==> config.mk <==
export PLATFORM = sky130hd
export DESIGN_NAME = axi_arbiter_wr
export DESIGN_NICKNAME = d
export VERILOG_FILES = /design/src/common/axi_wr_pkg.sv /design/src/hw/axi_wr_grant_ctrl.sv /design/src/hw/axi_reg_slice.sv /design/src/hw/axi_aw_mux.sv /design/src/hw/axi_w_mux.sv /design/src/hw/axi_b_route.sv /design/src/hw/axi_arbiter_wr.sv
export SDC_FILE = /design/constraint.sdc
export NUM_CORES = 1
export LEC_CHECK = 0
export BUFFER_PORTS_ARGS = -buffer_cell sky130_fd_sc_hd__buf_4
export CORE_ASPECT_RATIO = 0.8
export CORE_MARGIN = 3
export CORE_UTILIZATION = 30
export CTS_BUF_LIST = sky130_fd_sc_hd__clkbuf_2 sky130_fd_sc_hd__clkbuf_4 sky130_fd_sc_hd__clkbuf_8
export DETAILED_ROUTE_END_ITERATION = 7
export SYNTH_ARGS = -nofsm -noshare
export SYNTH_HDL_FRONTEND = slang
export SYNTH_SLANG_ARGS = --single-unit
==> constraint.sdc <==
create_clock -name clk -period 7.6 [get_ports clk]
set_clock_uncertainty 0.15 [all_clocks]
set_input_delay 1.14 -clock clk [delete_from_list [all_inputs] [get_ports clk]]
set_output_delay 1.14 -clock clk [all_outputs]
set_load 0.01 [all_outputs]
==> src/common/axi_wr_pkg.sv <==
`default_nettype none

package axi_wr_pkg;

  localparam int num_mgr = 3;
  localparam int addr_w = 20;
  localparam int data_w = 16;
  localparam int mgr_id_w = 4;
  localparam int mgr_idx_w = $clog2(num_mgr);
  localparam int sub_id_w = mgr_id_w + mgr_idx_w;

  typedef logic [mgr_idx_w-1:0] mgr_idx_t;

  // Address beat as issued by a manager
  typedef struct packed {
    logic [mgr_id_w-1:0] id;
    logic [addr_w-1:0]   addr;
    logic [7:0]          len;
    logic [2:0]          size;
    logic [1:0]          burst;
  } mgr_aw_t;

  // Same beat with the manager index above the ID
  typedef struct packed {
    logic [sub_id_w-1:0] id;
    logic [addr_w-1:0]   addr;
    logic [7:0]          len;
    logic [2:0]          size;
    logic [1:0]          burst;
  } sub_aw_t;

  typedef struct packed {
    logic [data_w-1:0]   data;
    logic [data_w/8-1:0] strb;
    logic                last;
  } w_beat_t;

  typedef struct packed {
    logic [sub_id_w-1:0] id;
    logic [1:0]          resp;
  } sub_b_t;

  typedef struct packed {
    logic [mgr_id_w-1:0] id;
    logic [1:0]          resp;
  } mgr_b_t;

  // Routed response held in the B slice, sel is one-hot per manager
  typedef struct packed {
    logic [num_mgr-1:0]   sel;
    mgr_b_t [num_mgr-1:0] b;
  } mgr_b_bundle_t;

endpackage

`default_nettype wire

==> src/hw/axi_wr_grant_ctrl.sv <==
`timescale 1ns/1ps
`default_nettype none

module axi_wr_grant_ctrl
  import axi_wr_pkg::*;
(
  input  logic               clk,
  input  logic               rst_n,
  input  logic [num_mgr-1:0] aw_req,
  input  logic               aw_slot_ready,
  input  logic               w_done,
  output mgr_idx_t           grant_idx,
  output logic               aw_grant,
  output logic               w_open
);

  mgr_idx_t rr_ptr;
  mgr_idx_t lock_idx;
  mgr_idx_t pick_idx;
  logic     pick_valid;
  logic     locked;

  function automatic mgr_idx_t next_idx(input mgr_idx_t idx);
    if (idx == mgr_idx_t'(num_mgr - 1)) begin
      return '0;
    end
    return idx + mgr_idx_t'(1);
  endfunction

  // First requester at or after the pointer
  always_comb begin
    int cand;
    pick_idx = rr_ptr;
    pick_valid = 1'b0;
    for (int i = 0; i < num_mgr; i++) begin
      cand = int'(rr_ptr) + i;
      if (cand >= num_mgr) begin
        cand = cand - num_mgr;
      end
      if (!pick_valid && aw_req[cand]) begin
        pick_idx = mgr_idx_t'(cand);
        pick_valid = 1'b1;
      end
    end
  end

  // Only one burst in flight on AW/W at a time
  assign aw_grant = !locked && pick_valid && aw_slot_ready;
  assign grant_idx = locked ? lock_idx : pick_idx;
  assign w_open = locked;

  always_ff @(posedge clk) begin
    if (!rst_n) begin
      locked   <= 1'b0;
      lock_idx <= '0;
      rr_ptr   <= '0;
    end else if (aw_grant) begin
      locked   <= 1'b1;
      lock_idx <= pick_idx;
    end else if (locked && w_done) begin
      // Release and move past the manager just served
      locked <= 1'b0;
      rr_ptr <= next_idx(lock_idx);
    end
  end

endmodule

`default_nettype wire

==> src/hw/axi_reg_slice.sv <==
`timescale 1ns/1ps
`default_nettype none

module axi_reg_slice #(
  parameter type payload_t = logic
) (
  input  logic     clk,
  input  logic     rst_n,
  input  logic     in_valid,
  output logic     in_ready,
  input  payload_t in_data,
  output logic     out_valid,
  input  logic     out_ready,
  output payload_t out_data
);

  logic     full;
  payload_t data_q;

  // Accept when empty or when draining this cycle
  assign in_ready = !full || out_ready;
  assign out_valid = full;
  assign out_data = data_q;

  always_ff @(posedge clk) begin
    if (!rst_n) begin
      full <= 1'b0;
    end else if (in_valid && in_ready) begin
      full <= 1'b1;
    end else if (out_ready) begin
      full <= 1'b0;
    end
  end

  always_ff @(posedge clk) begin
    if (in_valid && in_ready) begin
      data_q <= in_data;
    end
  end

endmodule

`default_nettype wire

==> src/hw/axi_aw_mux.sv <==
`timescale 1ns/1ps
`default_nettype none

module axi_aw_mux
  import axi_wr_pkg::*;
(
  input  logic                 [num_mgr-1:0] mgr_aw_valid,
  input  mgr_aw_t [num_mgr-1:0]              mgr_aw,
  output logic                 [num_mgr-1:0] mgr_aw_ready,
  input  mgr_idx_t                           grant_idx,
  input  logic                               aw_grant,
  output logic                               aw_out_valid,
  output sub_aw_t                            aw_out
);

  mgr_aw_t sel_aw;

  assign sel_aw = mgr_aw[grant_idx];

  assign aw_out_valid = aw_grant && mgr_aw_valid[grant_idx];

  // Manager index goes above the original ID
  assign aw_out.id = {grant_idx, sel_aw.id};
  assign aw_out.addr = sel_aw.addr;
  assign aw_out.len = sel_aw.len;
  assign aw_out.size = sel_aw.size;
  assign aw_out.burst = sel_aw.burst;

  always_comb begin
    for (int i = 0; i < num_mgr; i++) begin
      mgr_aw_ready[i] = aw_grant && (grant_idx == mgr_idx_t'(i));
    end
  end

endmodule

`default_nettype wire

==> src/hw/axi_w_mux.sv <==
`timescale 1ns/1ps
`default_nettype none

module axi_w_mux
  import axi_wr_pkg::*;
(
  input  logic                 [num_mgr-1:0] mgr_w_valid,
  input  w_beat_t [num_mgr-1:0]              mgr_w,
  output logic                 [num_mgr-1:0] mgr_w_ready,
  input  mgr_idx_t                           grant_idx,
  input  logic                               w_open,
  output logic                               sub_w_valid,
  output w_beat_t                            sub_w,
  input  logic                               sub_w_ready,
  output logic                               w_done
);

  assign sub_w_valid = w_open && mgr_w_valid[grant_idx];
  assign sub_w = mgr_w[grant_idx];

  // Ready only reaches the locked manager
  always_comb begin
    for (int i = 0; i < num_mgr; i++) begin
      mgr_w_ready[i] = w_open && sub_w_ready && (grant_idx == mgr_idx_t'(i));
    end
  end

  assign w_done = sub_w_valid && sub_w_ready && sub_w.last;

endmodule

`default_nettype wire

==> src/hw/axi_b_route.sv <==
`timescale 1ns/1ps
`default_nettype none

module axi_b_route
  import axi_wr_pkg::*;
(
  input  logic                              in_valid,
  input  sub_b_t                            in_b,
  output logic                              in_ready,
  output logic                [num_mgr-1:0] out_valid,
  output mgr_b_t [num_mgr-1:0]              out_b,
  input  logic                [num_mgr-1:0] out_ready
);

  mgr_idx_t dst_idx;
  logic     dst_ok;

  // Upper ID bits name the manager
  assign dst_idx = in_b.id[sub_id_w-1 -: mgr_idx_w];
  assign dst_ok = int'(dst_idx) < num_mgr;

  always_comb begin
    for (int i = 0; i < num_mgr; i++) begin
      out_valid[i] = in_valid && (dst_idx == mgr_idx_t'(i));
      out_b[i].id = in_b.id[mgr_id_w-1:0];
      out_b[i].resp = in_b.resp;
    end
  end

  // Responses with an unknown index are drained
  assign in_ready = dst_ok ? out_ready[dst_idx] : 1'b1;

endmodule

`default_nettype wire

==> src/hw/axi_arbiter_wr.sv <==
`timescale 1ns/1ps
`default_nettype none

module axi_arbiter_wr
  import axi_wr_pkg::*;
(
  input  logic                              clk,
  input  logic                              rst_n,

  input  logic                [num_mgr-1:0] mgr_aw_valid,
  input  mgr_aw_t [num_mgr-1:0]             mgr_aw,
  output logic                [num_mgr-1:0] mgr_aw_ready,

  input  logic                [num_mgr-1:0] mgr_w_valid,
  input  w_beat_t [num_mgr-1:0]             mgr_w,
  output logic                [num_mgr-1:0] mgr_w_ready,

  output logic                [num_mgr-1:0] mgr_b_valid,
  output mgr_b_t [num_mgr-1:0]              mgr_b,
  input  logic                [num_mgr-1:0] mgr_b_ready,

  output logic                              sub_aw_valid,
  output sub_aw_t                           sub_aw,
  input  logic                              sub_aw_ready,

  output logic                              sub_w_valid,
  output w_beat_t                           sub_w,
  input  logic                              sub_w_ready,

  input  logic                              sub_b_valid,
  input  sub_b_t                            sub_b,
  output logic                              sub_b_ready
);

  mgr_idx_t grant_idx;
  logic     aw_grant;
  logic     w_open;
  logic     w_done;

  logic     aw_slice_valid;
  logic     aw_slice_ready;
  sub_aw_t  aw_slice_data;

  logic                 [num_mgr-1:0] b_route_valid;
  mgr_b_t [num_mgr-1:0]               b_route_b;
  logic                 [num_mgr-1:0] b_route_ready;

  logic          b_slice_in_valid;
  logic          b_slice_in_ready;
  mgr_b_bundle_t b_slice_in;
  logic          b_slice_out_valid;
  logic          b_slice_out_ready;
  mgr_b_bundle_t b_slice_out;

  axi_wr_grant_ctrl i_grant_ctrl (
    .clk          (clk),
    .rst_n        (rst_n),
    .aw_req       (mgr_aw_valid),
    .aw_slot_ready(aw_slice_ready),
    .w_done       (w_done),
    .grant_idx    (grant_idx),
    .aw_grant     (aw_grant),
    .w_open       (w_open)
  );

  axi_aw_mux i_aw_mux (
    .mgr_aw_valid(mgr_aw_valid),
    .mgr_aw      (mgr_aw),
    .mgr_aw_ready(mgr_aw_ready),
    .grant_idx   (grant_idx),
    .aw_grant    (aw_grant),
    .aw_out_valid(aw_slice_valid),
    .aw_out      (aw_slice_data)
  );

  axi_reg_slice #(
    .payload_t(sub_aw_t)
  ) i_aw_slice (
    .clk      (clk),
    .rst_n    (rst_n),
    .in_valid (aw_slice_valid),
    .in_ready (aw_slice_ready),
    .in_data  (aw_slice_data),
    .out_valid(sub_aw_valid),
    .out_ready(sub_aw_ready),
    .out_data (sub_aw)
  );

  axi_w_mux i_w_mux (
    .mgr_w_valid(mgr_w_valid),
    .mgr_w      (mgr_w),
    .mgr_w_ready(mgr_w_ready),
    .grant_idx  (grant_idx),
    .w_open     (w_open),
    .sub_w_valid(sub_w_valid),
    .sub_w      (sub_w),
    .sub_w_ready(sub_w_ready),
    .w_done     (w_done)
  );

  axi_b_route i_b_route (
    .in_valid (sub_b_valid),
    .in_b     (sub_b),
    .in_ready (sub_b_ready),
    .out_valid(b_route_valid),
    .out_b    (b_route_b),
    .out_ready(b_route_ready)
  );

  // Routed response is registered as one bundle
  assign b_slice_in_valid = |b_route_valid;
  assign b_slice_in.sel = b_route_valid;
  assign b_slice_in.b = b_route_b;
  assign b_route_ready = {num_mgr{b_slice_in_ready}};

  axi_reg_slice #(
    .payload_t(mgr_b_bundle_t)
  ) i_b_slice (
    .clk      (clk),
    .rst_n    (rst_n),
    .in_valid (b_slice_in_valid),
    .in_ready (b_slice_in_ready),
    .in_data  (b_slice_in),
    .out_valid(b_slice_out_valid),
    .out_ready(b_slice_out_ready),
    .out_data (b_slice_out)
  );

  assign mgr_b_valid = b_slice_out.sel & {num_mgr{b_slice_out_valid}};
  assign mgr_b = b_slice_out.b;
  assign b_slice_out_ready = |(b_slice_out.sel & mgr_b_ready);

endmodule

`default_nettype wire

Word level (Yosys, flattened, before mapping)
Index checks and enable logic that the tools add are counted.
{ "word_totals": {"input_bits": 190, "regBits": 55, "out_inout_bits": 88, "word_cells": 114} }
{ "classes": {"eq_ne": 5, "magnitude_cmp": 9, "n_mux": 42, "bitwise_logic": 3, "addsub": 6, "reduce_logical": 36} }
{ "op_table": {"columns": ["op", "count"], "rows": [
  ["32-bit by 4-bit less-than comparator with 1-bit output (second input constant)", 3],
  ["32-bit 2-to-1 mux", 3],
  ["37-bit binary-select mux with 2-bit select", 1],
  ["32-bit by 3-bit >= comparator with 1-bit output (second input constant)", 2],
  ["32-bit by 3-bit subtractor with 32-bit output (second input constant)", 2],
  ["19-bit binary-select mux with 2-bit select", 1],
  ["37-bit 2-to-1 mux", 1],
  ["1-bit 2-to-1 mux", 23],
  ["1-bit logical AND", 21],
  ["19-bit 2-to-1 mux", 1],
  ["1-bit binary-select mux with 2-bit select", 6],
  ["2-bit 2-to-1 mux", 6],
  ["3-bit AND", 2],
  ["2-bit equality test (second input constant)", 3],
  ["2-bit by 3-bit less-than comparator with 1-bit output (second input constant)", 2],
  ["2-bit nonzero test", 3],
  ["3-bit OR reduction", 2],
  ["1-bit zero test", 5],
  ["2-bit by 1-bit equality test with 1-bit output (second input constant)", 2],
  ["2-bit zero test", 2],
  ["2-bit by 1-bit adder with 3-bit output (second input constant)", 1],
  ["2-bit by 2-bit adder with 3-bit output (second input constant)", 1],
  ["2-bit by 2-bit subtractor with 3-bit output (second input constant)", 1],
  ["2-bit by 1-bit adder with 2-bit output (second input constant)", 1],
  ["other kinds (5)", 6]
]} }

Logic depth before layout (Yosys ltp)
{ "depth": {"word_depth": 23, "ltp_mapped": 13, "mapped_depth_nobuf": 11} }

By module
From an unflattened synthesis, not the netlist that was laid out.
{ "hier_totals": {"hier_cells": 365, "area_unflattened_um2": 4077.7} }
{ "modules_own_cells": {"columns": ["module", "instances", "area_per_inst_um2", "seq_area_each_um2", "cells_per_inst"], "rows": [
  ["axi_reg_slice at i_aw_slice", 1, 1228.7, 1191.1, 44],
  ["axi_aw_mux", 1, 1009.7, 0.0, 134],
  ["axi_reg_slice at i_b_slice", 1, 688.2, 650.6, 26],
  ["axi_w_mux", 1, 491.7, 0.0, 74],
  ["axi_wr_grant_ctrl", 1, 434.2, 100.1, 57],
  ["axi_b_route", 1, 186.4, 0.0, 24],
  ["axi_arbiter_wr", 1, 38.8, 0.0, 6]
]} }

Worst setup path before layout
OpenSTA, ideal clock, no wires.
{ "synth_path": {"path_kind": "input to output", "startpoint": "in mgr_aw_valid[0]", "endpoint": "out mgr_aw_ready[0]", "t_required_ns": 6.310, "arrival_ns": 5.505, "path_stages": 6, "setup_slack_ns": 0.805, "n_path_buf": 0, "path_cell_list": "nor2b_1 -> a211oi_2 -> or2_2 -> a211oi_1 -> inv_1 -> nor3_1"} }
{ "synth_via": {"elab_chain_len": 13, "word_cells_on_any_way": 24} }
{ "synth_lines": {"columns": ["item", "line_no", "source"], "rows": [
  ["start, declared", "axi_arbiter_wr.sv:10", "input logic [num_mgr-1:0] mgr_aw_valid,"],
  ["1-bit binary-select mux with 2-bit select", "axi_wr_grant_ctrl.sv:40", "if (!pick_valid && aw_req[cand]) begin"],
  ["1-bit 2-to-1 mux (not written as such) (2 in a row)", "axi_wr_grant_ctrl.sv:40", null],
  ["1-bit 2-to-1 mux", "axi_wr_grant_ctrl.sv:40", null],
  ["1-bit zero test", "axi_wr_grant_ctrl.sv:40", null],
  ["1-bit logical AND", "axi_wr_grant_ctrl.sv:40", null],
  ["1-bit 2-to-1 mux", "axi_wr_grant_ctrl.sv:40", null],
  ["1-bit zero test", "axi_wr_grant_ctrl.sv:40", null],
  ["1-bit logical AND", "axi_wr_grant_ctrl.sv:40", null],
  ["2-bit 2-to-1 mux or 1-bit 2-to-1 mux (tied branches)", "axi_wr_grant_ctrl.sv:40", null],
  ["2-bit 2-to-1 mux or 1-bit logical AND (tied branches)", "axi_wr_grant_ctrl.sv:49, axi_wr_grant_ctrl.sv:48", null],
  ["2-bit zero test or 1-bit logical AND (tied branches)", "axi_aw_mux.sv:31, axi_wr_grant_ctrl.sv:48", null],
  ["1-bit logical AND (*)", "axi_aw_mux.sv:31", "mgr_aw_ready[i] = aw_grant && (grant_idx == mgr_idx_t'(i));"],
  ["end, declared", "axi_arbiter_wr.sv:12", "output logic [num_mgr-1:0] mgr_aw_ready,"]
]} }
Every way passes the cells marked *; elsewhere a longest branch is shown, timed or not. The select of a mux whose other input is x is not followed.

==> results.md <==
- The die outline height is 103 um.
- The length of the first detailed-routing pass in iterations is 4.
- The synthesized instance count is 348.
- Across the VDD grid, the largest voltage drop is 0.0826 mV.
- In this run, synthesis produced a sequential element count of 55.
- The die outline width is 127 um.
- The total setup violations reported at the end of the flow is 0.
- The quantity of hold-fixing buffers added after cts is 0.
- The fraction of met1 tracks used by global routing is 19.3%.
- Dividing the detail-routed via count by the number of cells gives 4.70.
- The worst setup path is launched from a primary input.
- The area added between synthesis and finish is 61.5%.
- The headroom to the max-slew limit is 34.7%.
- Global routing used 4.76% of the available met3 tracks.
- The setup total negative slack is 0 ns.
- For this run, the register share of the synthesized area comes to 45.0%.
- The worst setup timing slack at the placement stage is 2.43 ns.
- 278 I/O pins were placed.
- The setup slack after layout is 2.51 ns.
- The initial antenna violation count is 0.
- After layout, the minimum clock period comes to 5.09 ns.
- The static power due to leakage is 2.58 nW.
- The per-cell routed wire length is 16.2 um.
- The min-delay analysis places its worst path in the category reg2reg.
- The cell area power density is 211 nW/um^2.
- The final HPWL from detailed placement is 9870 um.
- The count of buffers added by post-CTS timing repair for setup is 0.
- Across the run, the number of max-cap violations was 0.
- The highest achievable clock rate is 197 MHz.
- The tree is rooted in a clkbuf_8.
- The number of nets handed over by synthesis was 542.
- The final period utilization is 66.9%.
- The tree built by TritonCTS fans out to 55 sinks.
- The synthesis warning total is 0.
- The clock-pin slew of the registers on the worst-case setup and hold paths is 0.10 ns.
- The first-pass GRT wire length is 17,300 um.
- The startpoint identified for the worst hold timing path is i_grant_ctrl.rr_ptr[0].
- The endpoint with the worst hold slack is i_grant_ctrl.rr_ptr[0].
- After synthesis, the mean cell area works out to 10.1 um^2.
- The endpoint of the worst register-to-register path is i_grant_ctrl.w_open.
- After synthesis, the share of flip-flops with an asynchronous set or reset is 0%.
- Clock latency on the worst-skew pair, taken at its later pin, is 0.30 ns.
- The H-tree was split into 2 levels.
- The initial cell density of the core is 31.5%.
- Summing every instance area after synthesis gives 3510 um^2.
- The dominant register cell in the synthesized netlist is edfxtp_1.
- The post-layout net count is 791.
- After detailed routing, the number of remaining DRC violations is 0.
- The final-report hold violation count is 0.
- Entering global routing, the biggest net connects 45 pins.
- The detailed router placed 3,487 vias in this run.
- The busiest layer in global routing is met2.
- In this run the tool buffered the top-level ports with 277 buffer cells.
- The antenna diode count is 0.
- The critical-path maximum fanout is 39.
- The fraction of layout cells with a size suffix above 1 is 51.0%.
- At the pin with the least slew margin, the transition time is 0.978 ns.
- The critical path required time is 6.31 ns.
- Wires add up to 12,100 um.
- Routability-driven placement finished with a final weighted congestion of 0.879.
- The worst-case register-to-register setup slack is 3.74 ns.
- The clock tree from TritonCTS is done.
- The flow ran to the end, and the final reports show no timing, DRC or antenna violations.
- Setup repair after global routing left no endpoint under its margin.
- Global routing used 16.8% of the available tracks.
- The count of cells along the worst hold path is 2.
- The number of max-slew violations in the final report is 0.
- In this run, CTS created clock tree buffers numbering 5.
- The met2 global-route usage is 31.1%.
- The synthesized netlist contains 46 unique library cells.
- For the worst flop-to-flop path, the logic depth is 11.
- The via count of the first global-routing pass was 3,388.
- In this run, the number of DRC markers left after iteration 0 of detailed routing was 156.
- Once detail routing completed, the nets flagged for antenna violations numbered 0.
- STA classifies the critical path endpoint as an output port.
- The number of standard-cell rows in the floorplan is 34.
- The worst register-to-register path begins at i_grant_ctrl.rr_ptr[0].
- By startpoint and endpoint, the worst setup path is classified as in2out.
- The largest buffer count on any clock path is 2.
- The number of synthesized flops with an enable pin is 48.
- The overflow left after global routing is 0.
- At the worst endpoint, the arrival time is 3.80 ns.
- The number of gates resized after CTS is 0.
- The core box area is 11,100 um^2.
- The die area is 13,100 um^2.
Yosys cell counts (5+ instances only):
| cell type | number | share of area (%) |
|---|---|---|
| inv_1 | 6 | 0.64 |
| nor3_1 | 6 | 0.85 |
| mux2i_1 | 59 | 17 |
| edfxtp_1 | 48 | 41 |
| and2_1 | 5 | 0.89 |
| buf_4 | 18 | 3.8 |
| clkbuf_1 | 8 | 0.85 |
| dfxtp_1 | 7 | 4.0 |
| o21ai_1 | 57 | 8.1 |
| nor2b_1 | 6 | 1.1 |
| nand2_1 | 63 | 6.7 |
| buf_2 | 10 | 1.4 |
logic make-up after synthesis:
| group | share of synthesized area [%] |
|---|---|
| AO/OA/AOI/OAI | 14.3 |
| buffers and inverters | 7.73 |
| multiplexers | 16.8 |
| flip-flops | 45.0 |
| AND/OR/NAND/NOR | 14.7 |
| adder cells (fa/ha/maj) | 1.42 |
cells in the final DEF, fill, tap and decap left out, types with 2 or more instances in the layout:
master and instances:
edfxtp_1 48, and3_4 2, nand2b_1 4, a21boi_0 2
dfxtp_1 7, nand2_1 63, inv_1 6, o21a_1 2
clkbuf_8 5, a31oi_1 2, ha_1 4, o21ai_1 57
nor2b_1 6, and2b_1 2, nor2_1 3, nand3_1 4
a211oi_2 2, a21oi_1 2, buf_4 281, nor3_1 6
and2_1 5, mux2i_1 59, and3b_1 2
per-layer routing:
metal	wire [um]	share of wire [%]
met1	4440	37
met2	6250	52
met3	1150	9.5
met4	212	1.8
met5	0	0
critical path: stages:
cell      delay [ns]
buf_4           0.10
nor2b_1         0.15
a211oi_2        0.08
o221a_4         0.32
o31ai_4         0.31
inv_4           0.23
nor3_4          0.60
buf_4           0.51
nand2_1         0.11
o21ai_1         0.10
buf_4           0.14
power by group:
group	switching, W	total [W]	internal (W)
logic	0.000294	0.000579	0.000285
clock network	0.000102	0.000170	0.0000679
registers	0.0000258	0.000448	0.000422
layout make-up:
cell class	instances	area, um^2
clock buffers	5	68.8
clock inverters	3	27.5
multi-input cells	247	1680
repair buffers	281	2110
fillers	1062	5470
flip-flops and latches	55	1580
well taps	144	180
inverters	7	28.8
flip-flops by register name (all words and copies together), names as in the netlist:
register,count
i_aw_slice.out_data,39
i_b_slice.out_valid,1
i_grant_ctrl.lock_idx,2
i_b_slice.out_data,9
i_grant_ctrl.w_open,1
i_aw_slice.out_valid,1
i_grant_ctrl.rr_ptr,2
worst max-delay path by stage:
| stage | start | end | cells after the start |
|---|---|---|---|
| CTS | mgr_aw_valid[0] | sub_w[5] | 11 |
| global route | mgr_aw_valid[0] | sub_w[6] | 11 |
| floorplan | mgr_aw_valid[0] | mgr_aw_ready[0] | 6 |
| global placement | mgr_aw_valid[0] | sub_w[8] | 11 |
| detailed placement | mgr_aw_valid[0] | sub_w[5] | 11 |
| finish | mgr_aw_valid[0] | sub_w[5] | 11 |
through the flow:
stage	instance area, um^2	hold slack (ns)	utilization, %	power [W]	cells
global placement	5580	0.351	50.1	0.00104	734
CTS	5680	0.380	50.9	0.00121	742
floorplan	3510	0.322	-	0.000760	348
detailed placement	5580	0.364	50.1	0.00104	734
finish	5680	0.374	50.9	0.00120	742
global route	5680	0.412	50.9	0.00127	742
(Power assumes the default switching activity.)
